==> src/hw/decoderBusPkg.sv <==
// Decoder internal bus types
`default_nettype none

package decoderBusPkg;

  localparam int memAddrWidth = 12;

  // bits consumed from the look-ahead window
  typedef struct packed {
    logic       take;
    logic [4:0] count;  // 0 to 16
  } bitTake_t;

  // addr[11] set for a scalefactor, addr[10] channel,
  // low bits line number or sfb
  typedef struct packed {
    logic                    valid;
    logic [memAddrWidth-1:0] addr;
    logic [15:0]             data;   // two's complement
  } memWr_t;

endpackage

`default_nettype wire

==> src/hw/mp3FormatPkg.sv <==
// Layer III format definitions
`default_nettype none

package mp3FormatPkg;

  localparam int numLines   = 576;  // spectral lines per granule
  localparam int numLongSfb = 21;

  typedef struct packed {
    logic        granule;
    logic        channel;
    logic [11:0] part23Length;
    logic [3:0]  scalefacCompress;
    logic [3:0]  scfsi;             // bit 0 covers bands 0..5
  } sideInfo_t;

  typedef struct packed {
    logic [2:0] slen0;  // bands 0..10
    logic [2:0] slen1;  // bands 11..20
  } slenPair_t;

  // standard scalefac_compress table
  function automatic slenPair_t slenPair(input logic [3:0] compress);
    slenPair_t pair;
    case (compress)
      4'd0:    pair = '{3'd0, 3'd0};
      4'd1:    pair = '{3'd0, 3'd1};
      4'd2:    pair = '{3'd0, 3'd2};
      4'd3:    pair = '{3'd0, 3'd3};
      4'd4:    pair = '{3'd3, 3'd0};
      4'd5:    pair = '{3'd1, 3'd1};
      4'd6:    pair = '{3'd1, 3'd2};
      4'd7:    pair = '{3'd1, 3'd3};
      4'd8:    pair = '{3'd2, 3'd1};
      4'd9:    pair = '{3'd2, 3'd2};
      4'd10:   pair = '{3'd2, 3'd3};
      4'd11:   pair = '{3'd3, 3'd1};
      4'd12:   pair = '{3'd3, 3'd2};
      4'd13:   pair = '{3'd3, 3'd3};
      4'd14:   pair = '{3'd4, 3'd2};
      default: pair = '{3'd4, 3'd3};
    endcase
    return pair;
  endfunction

endpackage

`default_nettype wire

==> src/hw/bitReservoir.sv <==
// Bit reservoir
`timescale 1ns/1ps
`default_nettype none

module bitReservoir
  import decoderBusPkg::*;
(
  input  logic        Clk,
  input  logic        rst,
  output logic        fetchReq,
  input  logic        fetchAck,
  input  logic [7:0]  fetchData,
  input  bitTake_t    take,
  output logic [15:0] window,
  output logic        windowValid
);

  logic [31:0] shiftReg;     // held bits start at bit 31
  logic [5:0]  fillCount;
  logic [31:0] shifted;
  logic [5:0]  keptCount;
  logic [31:0] keepMask;
  logic [31:0] byteAligned;
  logic        append;

  assign append = fetchReq && fetchAck;

  // ************************************************************************
  // take first, then the new byte goes right below what is left
  // ************************************************************************
  always_comb
  begin
    if (take.take)
    begin
      shifted   = shiftReg << take.count;
      keptCount = fillCount - {1'b0, take.count};
    end
    else
    begin
      shifted   = shiftReg;
      keptCount = fillCount;
    end
    keepMask    = ~(32'hffff_ffff >> keptCount);
    byteAligned = {fetchData, 24'h000000} >> keptCount;
  end

  always_ff @(posedge Clk)
  begin
    if (append)
      shiftReg <= (shifted & keepMask) | byteAligned;
    else
      shiftReg <= shifted;
  end

  always_ff @(posedge Clk)
  begin
    if (rst)
      fillCount <= '0;
    else if (append)
      fillCount <= keptCount + 6'd8;
    else
      fillCount <= keptCount;
  end

  // ************************************************************************
  // four-phase fetch
  // ************************************************************************
  always_ff @(posedge Clk)
  begin
    if (rst)
      fetchReq <= 1'b0;
    else if (append)
      fetchReq <= 1'b0;                                  // byte taken
    else if (!fetchReq && !fetchAck && fillCount < 6'd24)
      fetchReq <= 1'b1;                                  // ack seen low again
  end

  assign window      = shiftReg[31:16];
  assign windowValid = fillCount >= 6'd16;

endmodule

`default_nettype wire

==> src/hw/count1Decoder.sv <==
// Count1 region decoder
`timescale 1ns/1ps
`default_nettype none

module count1Decoder
  import mp3FormatPkg::*;
  import decoderBusPkg::*;
#(
  parameter int sampleWidth   = 16,
  parameter int lineAddrWidth = 10
)
(
  input  logic        Clk,
  input  logic        rst,
  input  logic        start,
  input  logic        channel,
  input  logic [11:0] bitsLeft,
  input  logic [15:0] window,
  input  logic        windowValid,
  output bitTake_t    take,
  output memWr_t      wr,
  output logic        done
);

  typedef enum logic [1:0] {c1Idle, c1Quad, c1Vals, c1Fill} c1State_t;

  localparam logic [lineAddrWidth-1:0] lastLine = lineAddrWidth'(numLines - 1);
  localparam logic [lineAddrWidth-1:0] endLine  = lineAddrWidth'(numLines);

  c1State_t                 state;
  logic [lineAddrWidth-1:0] line;
  logic [3:0]               vwxy;
  logic [1:0]               idx;
  logic                     cur;
  logic                     needSign;
  logic                     quadGo;
  logic                     emit;
  logic [sampleWidth-1:0]   sample;

  assign quadGo   = line < endLine && bitsLeft >= 12'd4;
  assign cur      = vwxy[2'd3 - idx];                   // v first
  assign needSign = cur && bitsLeft != 12'd0;
  assign emit     = (state == c1Vals && (!needSign || windowValid)) || state == c1Fill;

  always_comb
  begin
    if (state == c1Fill || !cur)
      sample = '0;
    else if (needSign && window[15])
      sample = '1;                   // -1
    else
      sample = sampleWidth'(1);
  end

  always_comb
  begin
    take = '0;
    if (state == c1Quad && quadGo && windowValid)
    begin
      take.take  = 1'b1;
      take.count = 5'd4;
    end
    else if (state == c1Vals && needSign && windowValid)
    begin
      take.take  = 1'b1;
      take.count = 5'd1;
    end
  end

  always_comb
  begin
    wr.valid = emit;
    wr.addr  = {1'b0, channel, line};
    wr.data  = sample;
  end

  // ************************************************************************
  // quads, then zero fill to the last line
  // ************************************************************************
  always_ff @(posedge Clk)
  begin
    if (rst)
    begin
      state <= c1Idle;
      done  <= 1'b0;
    end
    else
    begin
      done <= 1'b0;
      case (state)
        c1Idle:
          if (start)
            state <= c1Quad;
        c1Quad:
          if (quadGo)
          begin
            if (windowValid)
              state <= c1Vals;
          end
          else if (line == endLine)
          begin
            state <= c1Idle;
            done  <= 1'b1;
          end
          else
            state <= c1Fill;
        c1Vals:
          if (emit && idx == 2'd3)
            state <= c1Quad;
        c1Fill:
          if (line == lastLine)
          begin
            state <= c1Idle;
            done  <= 1'b1;
          end
        default:
          state <= c1Idle;
      endcase
    end
  end

  always_ff @(posedge Clk)
  begin
    if (state == c1Idle && start)
      line <= '0;
    else if (emit)
      line <= line + 1'b1;
    if (state == c1Quad && take.take)
    begin
      vwxy <= ~window[15:12];        // table B
      idx  <= 2'd0;
    end
    else if (emit)
      idx <= idx + 2'd1;
  end

endmodule

`default_nettype wire

==> src/hw/granuleSequencer.sv <==
// Granule sequencer
`timescale 1ns/1ps
`default_nettype none

module granuleSequencer
  import mp3FormatPkg::*;
  import decoderBusPkg::*;
(
  input  logic        Clk,
  input  logic        rst,
  input  logic        startReq,
  output logic        doneAck,
  input  sideInfo_t   side,
  input  bitTake_t    sfTake,
  input  bitTake_t    c1Take,
  input  memWr_t      sfWr,
  input  memWr_t      c1Wr,
  input  logic        sfDone,
  input  logic        c1Done,
  output logic        sfStart,
  output logic        c1Start,
  output logic [11:0] bitsLeft,
  input  logic        windowValid,
  output bitTake_t    take,
  output memWr_t      memWr
);

  typedef enum logic [2:0] {phIdle, phScale, phCount1, phDiscard, phAck} phase_t;

  phase_t   phase;
  bitTake_t discardTake;
  memWr_t   wrSel;

  // drop leftover part2_3 bits, up to 16 a cycle
  always_comb
  begin
    discardTake.take  = windowValid && bitsLeft != 12'd0;
    discardTake.count = (bitsLeft >= 12'd16) ? 5'd16 : bitsLeft[4:0];
  end

  always_comb
  begin
    take  = '0;
    wrSel = '0;
    case (phase)
      phScale:
      begin
        take  = sfTake;
        wrSel = sfWr;
      end
      phCount1:
      begin
        take  = c1Take;
        wrSel = c1Wr;
      end
      phDiscard:
        take = discardTake;
      default:
        take = '0;
    endcase
  end

  always_ff @(posedge Clk)
  begin
    if (rst)
    begin
      phase   <= phIdle;
      doneAck <= 1'b0;
      sfStart <= 1'b0;
      c1Start <= 1'b0;
    end
    else
    begin
      sfStart <= 1'b0;
      c1Start <= 1'b0;
      case (phase)
        phIdle:
          if (startReq)
          begin
            phase   <= phScale;
            sfStart <= 1'b1;
          end
        phScale:
          if (sfDone)
          begin
            phase   <= phCount1;
            c1Start <= 1'b1;
          end
        phCount1:
          if (c1Done)
            phase <= phDiscard;
        phDiscard:
          if (bitsLeft == 12'd0)
          begin
            phase   <= phAck;
            doneAck <= 1'b1;
          end
        phAck:
          if (!startReq)             // host released
          begin
            phase   <= phIdle;
            doneAck <= 1'b0;
          end
        default:
          phase <= phIdle;
      endcase
    end
  end

  // bit budget of the granule
  always_ff @(posedge Clk)
  begin
    if (rst)
      bitsLeft <= '0;
    else if (phase == phIdle && startReq)
      bitsLeft <= side.part23Length;
    else if (take.take)
      bitsLeft <= bitsLeft - 12'(take.count);
  end

  always_ff @(posedge Clk)
  begin
    if (rst)
      memWr <= '0;
    else
      memWr <= wrSel;
  end

endmodule

`default_nettype wire

==> src/hw/mp3GranuleDecoder.sv <==
// MP3 granule decoder top
`timescale 1ns/1ps
`default_nettype none

module mp3GranuleDecoder
  import mp3FormatPkg::*;
  import decoderBusPkg::*;
#(
  parameter int sampleWidth   = 16,
  parameter int lineAddrWidth = 10
)
(
  input  logic       Clk,
  input  logic       rst,
  input  logic       startReq,
  input  sideInfo_t  side,
  output logic       doneAck,
  output logic       fetchReq,
  input  logic       fetchAck,
  input  logic [7:0] fetchData,
  output memWr_t     memWr
);

  logic [15:0] window;
  logic        windowValid;
  logic [11:0] bitsLeft;
  logic        sfStart;
  logic        sfDone;
  logic        c1Start;
  logic        c1Done;
  bitTake_t    take;
  bitTake_t    sfTake;
  bitTake_t    c1Take;
  memWr_t      sfWr;
  memWr_t      c1Wr;

  bitReservoir reservoir (
    .Clk(Clk), .rst(rst),
    .fetchReq(fetchReq), .fetchAck(fetchAck), .fetchData(fetchData),
    .take(take), .window(window), .windowValid(windowValid)
  );

  scaleFactorParser #(.lineAddrWidth(lineAddrWidth)) sfParser (
    .Clk(Clk), .rst(rst), .start(sfStart), .side(side),
    .window(window), .windowValid(windowValid),
    .take(sfTake), .wr(sfWr), .done(sfDone)
  );

  count1Decoder #(.sampleWidth(sampleWidth), .lineAddrWidth(lineAddrWidth)) c1Dec (
    .Clk(Clk), .rst(rst), .start(c1Start), .channel(side.channel), .bitsLeft(bitsLeft),
    .window(window), .windowValid(windowValid),
    .take(c1Take), .wr(c1Wr), .done(c1Done)
  );

  granuleSequencer sequencer (
    .Clk(Clk), .rst(rst), .startReq(startReq), .doneAck(doneAck), .side(side),
    .sfTake(sfTake), .c1Take(c1Take), .sfWr(sfWr), .c1Wr(c1Wr),
    .sfDone(sfDone), .c1Done(c1Done), .sfStart(sfStart), .c1Start(c1Start),
    .bitsLeft(bitsLeft), .windowValid(windowValid), .take(take), .memWr(memWr)
  );

endmodule

`default_nettype wire

==> src/hw/scaleFactorParser.sv <==
// Long-block scalefactor parser
`timescale 1ns/1ps
`default_nettype none

module scaleFactorParser
  import mp3FormatPkg::*;
  import decoderBusPkg::*;
#(
  parameter int lineAddrWidth = 10
)
(
  input  logic        Clk,
  input  logic        rst,
  input  logic        start,
  input  sideInfo_t   side,
  input  logic [15:0] window,
  input  logic        windowValid,
  output bitTake_t    take,
  output memWr_t      wr,
  output logic        done
);

  localparam logic [4:0] lastSfb = 5'(numLongSfb - 1);

  slenPair_t  slens;
  logic       busy;
  logic [4:0] sfb;
  logic [2:0] slen;
  logic [1:0] group;
  logic       reuse;
  logic       advance;
  logic [3:0] value;

  assign slens = slenPair(side.scalefacCompress);

  // scfsi band groups 0-5, 6-10, 11-15, 16-20
  always_comb
  begin
    if (sfb < 5'd6)
      group = 2'd0;
    else if (sfb < 5'd11)
      group = 2'd1;
    else if (sfb < 5'd16)
      group = 2'd2;
    else
      group = 2'd3;
    slen = (sfb < 5'd11) ? slens.slen0 : slens.slen1;
  end

  assign reuse   = side.granule && side.scfsi[group];     // keep granule 0 value
  assign advance = busy && (reuse || slen == 3'd0 || windowValid);
  assign value   = (slen == 3'd0) ? 4'd0 : window[15:12] >> (3'd4 - slen);

  always_comb
  begin
    take.take  = busy && !reuse && slen != 3'd0 && windowValid;
    take.count = {2'b00, slen};
  end

  always_comb
  begin
    wr.valid = advance && !reuse;
    wr.addr  = {1'b1, side.channel, lineAddrWidth'(sfb)};
    wr.data  = {12'h000, value};
  end

  // one band per cycle
  always_ff @(posedge Clk)
  begin
    if (rst)
    begin
      busy <= 1'b0;
      sfb  <= '0;
      done <= 1'b0;
    end
    else
    begin
      done <= 1'b0;
      if (start)
      begin
        busy <= 1'b1;
        sfb  <= '0;
      end
      else if (advance)
      begin
        sfb <= sfb + 5'd1;
        if (sfb == lastSfb)
        begin
          busy <= 1'b0;
          done <= 1'b1;
        end
      end
    end
  end

endmodule

`default_nettype wire

==> config.mk <==
export PLATFORM = sky130hd
export DESIGN_NAME = mp3GranuleDecoder
export DESIGN_NICKNAME = d
export VERILOG_FILES = /design/src/hw/decoderBusPkg.sv /design/src/hw/mp3FormatPkg.sv /design/src/hw/bitReservoir.sv /design/src/hw/count1Decoder.sv /design/src/hw/granuleSequencer.sv /design/src/hw/mp3GranuleDecoder.sv /design/src/hw/scaleFactorParser.sv
export SDC_FILE = /design/constraint.sdc
export NUM_CORES = 1
export LEC_CHECK = 0
export BUFFER_PORTS_ARGS = -buffer_cell sky130_fd_sc_hd__buf_2
export CORE_MARGIN = 4
export CORE_UTILIZATION = 55
export DETAILED_ROUTE_END_ITERATION = 16
export PLACE_DENSITY = 0.76
export SETUP_SLACK_MARGIN = 0.4
export SLEW_MARGIN = 20
export SYNTH_ARGS = -nofsm -noshare
export SYNTH_HDL_FRONTEND = slang
export SYNTH_SLANG_ARGS = --single-unit
==> constraint.sdc <==
create_clock -name Clk -period 5.5 [get_ports Clk]
set_input_delay 1.65 -clock Clk [delete_from_list [all_inputs] [get_ports Clk]]
set_output_delay 1.65 -clock Clk [all_outputs]
set_load 0.01 [all_outputs]
# Word-level counts from Yosys, hierarchy flattened
# Memory sizes are Yosys's and may differ from the RTL's.
# Cells that the tools add are included.
[classes]
n_reduce_logical = 51
n_lt_le_gt_ge = 10
shifts = 4
n_eq_ne = 20
add_sub_neg = 8
muxes = 48
bitwise = 7
[op_table]
columns = ["operator", "n"]
rows = [
  ["$mux W32", 2],
  ["$pmux W29 S2", 1],
  ["$and A32 B32 Y32", 1],
  ["$mux W16", 2],
  ["$not A32 Y32", 1],
  ["$or A32 B32 Y32", 1],
  ["$shl A32 B5 Y32", 1],
  ["$shr A32 B6 Y32", 1],
  ["$shr A32 B6 Y32 const A", 1],
  ["$mux W12", 2],
  ["$mux W6", 4],
  ["$logic_and A1 B1 Y1", 22],
  ["$eq A10 B10 Y1 const B", 2],
  ["$mux W3", 6],
  ["$pmux W6 S3", 1],
  ["$mux W2", 8],
  ["$pmux W3 S5", 1],
  ["$mux W1", 14],
  ["$ge A12 B3 Y1 const B", 1],
  ["$ge A12 B5 Y1 const B", 1],
  ["$logic_not A12 Y1", 1],
  ["$ne A2 B2 Y1 const B", 6],
  ["$reduce_bool A12 Y1", 1],
  ["$sub A12 B5 Y12", 1],
  ["42 further kinds", 66],
]
[totals]
rom_bits = 80
memories = 1
regBits = 112
[memory_table]
columns = ["name", "depth", "width", "read_ports", "rd_clocked_by_memory_dff", "wr", "line", "rtl"]
rows = [
  ["(name not given)", 16, 5, 1, 0, 0, "mp3FormatPkg.sv:25", "case (compress)"],
]

# Logic depth before layout (Yosys ltp)
[logic_depth]
word_depth = 19
mapped_depth = 21

# Hierarchy
# From an unflattened synthesis, not the netlist that was laid out.
[unflattened]
cells_unflattened = 1101
area_unflattened_um2 = 9098.7
[by_module_without_submodules]
columns = ["mod", "area_each_um2", "instances", "cells_per_inst"]
rows = [
  ["bitReservoir", 4595.7, 1, 584],
  ["granuleSequencer", 2260.9, 1, 257],
  ["count1Decoder", 1330.0, 1, 151],
  ["scaleFactorParser", 912.1, 1, 109],
]

# Worst setup path after synthesis
# Ideal clock, no wire load.
[synth_path]
kind = "input port to flip-flop"
start = "input port side[4] (netlist name)"
end = "register reservoir.shiftReg[18]"
required_ns = 5.368
n_path_buf = 4
cell_stages = 19
slack_ns = 0.104
arrival_ns = 5.265
path_cell_list = "ha_1 a21oi_1 nor2_1 mux2i_1 o211a_1 buf_4 inv_2 buf_6 buf_6 ha_1 fa_1 o21ai_0 a21oi_1 xnor2_1 mux2_4 or4_4 buf_2 a22oi_1 o211ai_1"
[synth_via]
elab_chain_len = 12
elab_cells_between_ends = 16
[synth_rtl]
columns = ["item", "line", "rtl"]
rows = [
  ["start, declared", "mp3GranuleDecoder.sv:16", "input sideInfo_t side,"],
  ["$mem_v2 Z16 W5 (*)", "n/a", ""],
  ["$mux W3 (*)", "scaleFactorParser.sv:47", "slen = (sfb < 5'd11) ? slens.slen0 : slens.slen1;"],
  ["$reduce_bool A3 Y1", "scaleFactorParser.sv:56", "take.take = busy && !reuse && slen != 3'd0 && windowValid;"],
  ["$logic_and A1 B1 Y1 (2 in series)", "scaleFactorParser.sv:56", ""],
  ["$pmux W6 S3 (*)", "granuleSequencer.sv:45", "case (phase)"],
  ["parallel branches: the longest is 5 deep, another holds $sub A6 B5 Y6", "n/a", ""],
  ["$mux W32 (*)", "bitReservoir.sv:49", "if (append)"],
  ["end signal, assigned", "bitReservoir.sv:50", "shiftReg <= (shifted & keepMask) | byteAligned;"],
  ["end signal, assigned", "bitReservoir.sv:52", "shiftReg <= shifted;"],
  ["end, declared", "bitReservoir.sv:18", "logic [31:0] shiftReg;"],
]
# Mark *: on every way between the ends.
# A chain may end at the register's enable or synchronous reset.

# Worst setup path after layout
[layout_path]
start = "input port side[4] (netlist name)"
end = "register reservoir.shiftReg[23]"
# Same word-level chain as after synthesis.

==> run_summary.xml <==
<?xml version="1.0" encoding="UTF-8"?>
<metrics>
  <group name="power_and_ir_drop">
    <metric name="power.density_cell_area" unit="nW/um^2">226.9</metric>
    <metric name="power.static_leakage" unit="nW">3.508</metric>
    <metric name="power.sequential.fraction" unit="%">44.2</metric>
    <metric name="power_switching" unit="W">0.0005914</metric>
    <metric name="power.internal" unit="W">0.001316</metric>
    <metric name="part_of_the_total_power_dissipated_in_the_clock_network" unit="%">34.7</metric>
    <metric name="switching_share_of_power" unit="%">31.00</metric>
    <metric name="worst_ir_drop_vdd" unit="mV">0.1530</metric>
    <metric name="power_frac_comb" unit="%">21.1</metric>
  </group>
  <group name="clock_network">
    <metric name="cts.clk_slew.worst_paths" unit="ps">70</metric>
    <metric name="clock_sink_count" unit="">101</metric>
    <metric name="htreeDepth" unit="">3</metric>
    <metric name="cts_max_path_buffers" unit="">2</metric>
    <metric name="tritoncts" unit="">yes</metric>
    <metric name="cts.hold.buffers_added" unit="">0</metric>
    <metric name="cts_made_buffers" unit="">9</metric>
    <metric name="clock_latency" unit="ps">360</metric>
    <metric name="root_buffer" unit="">clkbuf_16</metric>
  </group>
  <group name="setup_path">
    <metric name="cp_cell_sequence" unit="">buf_2 -&gt; inv_2 -&gt; ha_4 -&gt; nor2b_4 -&gt; o22ai_1 -&gt; mux2i_1 -&gt; nand2_1 -&gt; ha_2 -&gt; ha_4 -&gt; nor4b_4 -&gt; nand3_1 -&gt; o221ai_2 -&gt; a211o_4 -&gt; mux2i_4 -&gt; mux2i_1 -&gt; mux2i_1 -&gt; mux2_4 -&gt; a221o_1</metric>
    <metric name="crit_slowest_cell" unit="">mux2i_4</metric>
    <metric name="critical_path_required" unit="ps">5750</metric>
    <metric name="cpPeakStageDelay" unit="ps">400</metric>
    <metric name="setup.worst_path.start_class" unit="">input pin</metric>
    <metric name="worstSetupPathType" unit="">input pin to flop</metric>
    <metric name="endpoint_kind" unit="">flop</metric>
    <metric name="critical_path_peak_fanout" unit="">8</metric>
    <metric name="worstPathArrival" unit="ps">5190</metric>
    <metric name="crit_top_cell" unit="">mux2i_1</metric>
  </group>
  <group name="route">
    <metric name="wire_per_inst" unit="um">19.49</metric>
    <metric name="detailed_router_iteration_count_before_antenna_repair" unit="">6</metric>
    <metric name="vias" unit="">7559</metric>
    <metric name="drt_iter0_markers" unit="">923</metric>
    <metric name="detail_route.vias_per_cell" unit="">6.539</metric>
    <metric name="final_antenna_violating_net_count" unit="">0</metric>
    <metric name="wl" unit="um">22530</metric>
    <metric name="drt_drc_violations_left" unit="">0</metric>
  </group>
  <group name="synthesis">
    <metric name="total_of_flip_flops_plus_latches_after_synthesis" unit="">101</metric>
    <metric name="post-synth-top-area-cell" unit="">dfxtp_1</metric>
    <metric name="synth_area_per_cell" unit="sq um">8.039</metric>
    <metric name="postSynth.topFlopCell" unit="">dfxtp_1</metric>
    <metric name="mappedNetlistNets" unit="">976</metric>
    <metric name="synth.yosys.warnings" unit="">0</metric>
    <metric name="syn_inst" unit="">920</metric>
    <metric name="synth.cell_area" unit="sq um">7396</metric>
    <metric name="synth.top_cell.area_share" unit="%">26.26</metric>
    <metric name="synth_area_leaders" unit="">dfxtp_1 26%, mux2i_1 10%, nor2_1 5.4%</metric>
    <metric name="number_of_enable_flip_flop_cells_after_synthesis" unit="">4</metric>
    <metric name="seq_area_frac_synth" unit="%">27.88</metric>
    <metric name="asyncSetResetFlopFracSynth" unit="%">0</metric>
    <metric name="yosysUniqueCellTypes" unit="">89</metric>
  </group>
  <group name="placed_design">
    <metric name="gp_congestion" unit="">1.058</metric>
    <metric name="dpl.hpwl" unit="um">16930</metric>
    <metric name="dp_cells" unit="">1129</metric>
    <metric name="io_buffer_count" unit="">64</metric>
  </group>
  <group name="sta">
    <metric name="final.setup_skew" unit="ps">7.434</metric>
    <metric name="max_clock_freq" unit="GHz">0.2024</metric>
    <metric name="post-route-period-util" unit="%">89.84</metric>
    <metric name="fin_worst_hold_slack" unit="ps">469.3</metric>
    <metric name="report.final.hold_viol_count" unit="">0</metric>
    <metric name="report.final.slew_viol_count" unit="">0</metric>
    <metric name="finalSetupViolCount" unit="">0</metric>
    <metric name="rsz0062_at_grt" unit="">yes</metric>
    <metric name="worst_slew_margin_rel" unit="%">46.77</metric>
    <metric name="finalWorstPathRequiredPeriod" unit="ps">4941</metric>
    <metric name="setup-tns-final" unit="ps">0</metric>
    <metric name="worst-slew-pin-transition" unit="ps">798.5</metric>
  </group>
  <group name="layout">
    <metric name="finish.net_count" unit="">1031</metric>
    <metric name="layout.cells.most_common" unit="">nor2_1</metric>
    <metric name="regArea" unit="sq um">2062</metric>
    <metric name="layout_common_cells" unit="">107 x nor2_1, 97 x dfxtp_1, 89 x nand2_1</metric>
    <metric name="antennaDiodeCount" unit="">0</metric>
    <metric name="fraction_of_layout_cells_with_a_size_suffix_above_1" unit="%">19.80</metric>
    <metric name="layout-area-overhead-vs-synth" unit="%">13.70</metric>
    <metric name="footprint_of_the_multi_input_gates" unit="sq um">5042</metric>
    <metric name="layoutNonFillerInstCount" unit="">1156</metric>
    <metric name="fill_cells" unit="">1123</metric>
  </group>
  <group name="floorplanning">
    <metric name="boundaryPins" unit="">65</metric>
    <metric name="floorplan.core_area" unit="sq um">13190</metric>
    <metric name="die_width" unit="um">124.0</metric>
    <metric name="initial_core_utilization" unit="%">56.07</metric>
    <metric name="core.rowCount" unit="">42</metric>
    <metric name="fp.dieH" unit="um">124.0</metric>
    <metric name="dieArea" unit="sq um">15370</metric>
  </group>
  <group name="global_route">
    <metric name="vias_in_the_first_global_route" unit="">6718</metric>
    <metric name="global_route.usage.total" unit="%">29.11</metric>
    <metric name="antenna_found_initial" unit="">0</metric>
    <metric name="grt-ovfl-total" unit="">0</metric>
    <metric name="wire_length_of_the_first_global_routing_pass" unit="um">35040</metric>
    <metric name="pin_count_of_the_biggest_net_entering_global_routing" unit="">36</metric>
  </group>
  <group name="flow_run">
    <metric name="cap_viol_max_count" unit="">0</metric>
  </group>
  <group name="outcome">
    <metric name="outcome" unit="">complete, no violations</metric>
  </group>
  <group name="hold_path">
    <metric name="min-delay-path-class" unit="">flop to flop</metric>
  </group>
</metrics>
-- state kept, by name, indices dropped and copies added (netlist names) --
signal	count
c1Dec.state	2
sequencer.bitsLeft	12
c1Dec.vwxy	4
c1Dec.line	10
sfParser.done	1
c1Dec.idx	2
sfParser.busy	1
sfParser.sfb	5
reservoir.shiftReg	32
sequencer.sfStart	1
reservoir.fetchReq	1
sequencer.phase	3
sequencer.memWr	18
sequencer.doneAck	1
c1Dec.done	1
reservoir.fillCount	6
sequencer.c1Start	1
-- what timing repair did --
item | 4_1_cts | 5_1_grt
resized for setup | 0 | 31
setup endpoints to repair | 0 | 36
buffers inserted | 0 | 11
-- critical path: cells and delay by family --
family / cells / cell delay, ps
adders and majority gates: 3 / 510
buffers and inverters: 2 / 210
muxes: 5 / 1330
and+or+nand+nor: 4 / 660
AOI/OAI and AO/OA: 4 / 820
-- Yosys cell counts, types with 8 or more instances --
master and number:
a21oi_1 54, and2_1 10, nand2b_1 9, buf_1 9, o21ai_1 10, nor2b_1 10, nor3_1 24, nor2_1 107
buf_4 14, buf_2 15, dfxtp_1 97, o21ai_0 34, xnor2_1 13, a22o_1 13, a221oi_1 10, inv_1 28
o221ai_1 10, mux2i_1 74, a31oi_1 11, ha_1 20, nand2_1 92, mux2_2 9, and3_1 11, o22ai_1 16
or3_1 8, xor2_1 11, a211oi_1 11, clkbuf_1 23, a22oi_1 17, nand3_1 18
-- layout make-up --
class	instances	area share (%)
Clock buffer	9	2.678
Clock inverter	7	0.9374
Inverter	32	1.458
Multi-Input combinational cell	722	59.96
Sequential cell	101	24.52
Tap cell	176	2.619
Timing Repair Buffer	109	7.826
-- cell families after synthesis --
family / after synthesis / synth area share [%]
mux: 93 / 13.50
flops: 101 / 27.88
simple gates: 328 / 21.35
compound gates: 255 / 24.21
buf+inv: 97 / 6.293
fa+ha+maj: 22 / 3.925
xor+xnor: 24 / 2.842
-- per-stage QoR --
stage	util (%)	power [W]	area [sq um]	setup slack, ps
floorplan	-	0.001127	7463	299.4
global placement	59.86	0.001229	7895	137.9
detailed placement	59.86	0.001236	7895	25.51
CTS	62.16	0.001893	8199	407.7
global route	63.75	0.001986	8409	366.6
finish	63.75	0.001908	8409	558.8
-- final timing paths --
kind                                             from                      to  slack, ps  cells past startpoint
worst min register to register      sequencer.sfStart           sfParser.busy        470                      2
worst max-delay path                          side[4]  reservoir.shiftReg[23]        560                     18
worst min-delay path                sequencer.sfStart           sfParser.busy        470                      2
worst max register to register  sequencer.bitsLeft[7]  reservoir.shiftReg[30]        750                     12
-- layer usage --
layer,up-vias,global-route usage [%],routed length [um]
met5,-,0,0
met4,0,13.83,1213
met3,96,4.405,2091
met2,441,45.83,9955
met1,3526,39.19,9267
li1,3496,-,-
-- power by group through the flow --
stage / registers [W] / clock network (W) / logic [W]
after floorplan: 0.000835 / 0 / 0.000293
after global placement: 0.000855 / 0 / 0.000374
after detailed placement: 0.000856 / 0 / 0.000380
after CTS: 0.000839 / 0.000671 / 0.000382
after global routing: 0.000849 / 0.000693 / 0.000444
final: 0.000842 / 0.000662 / 0.000403
(Power assumes the default switching activity.)
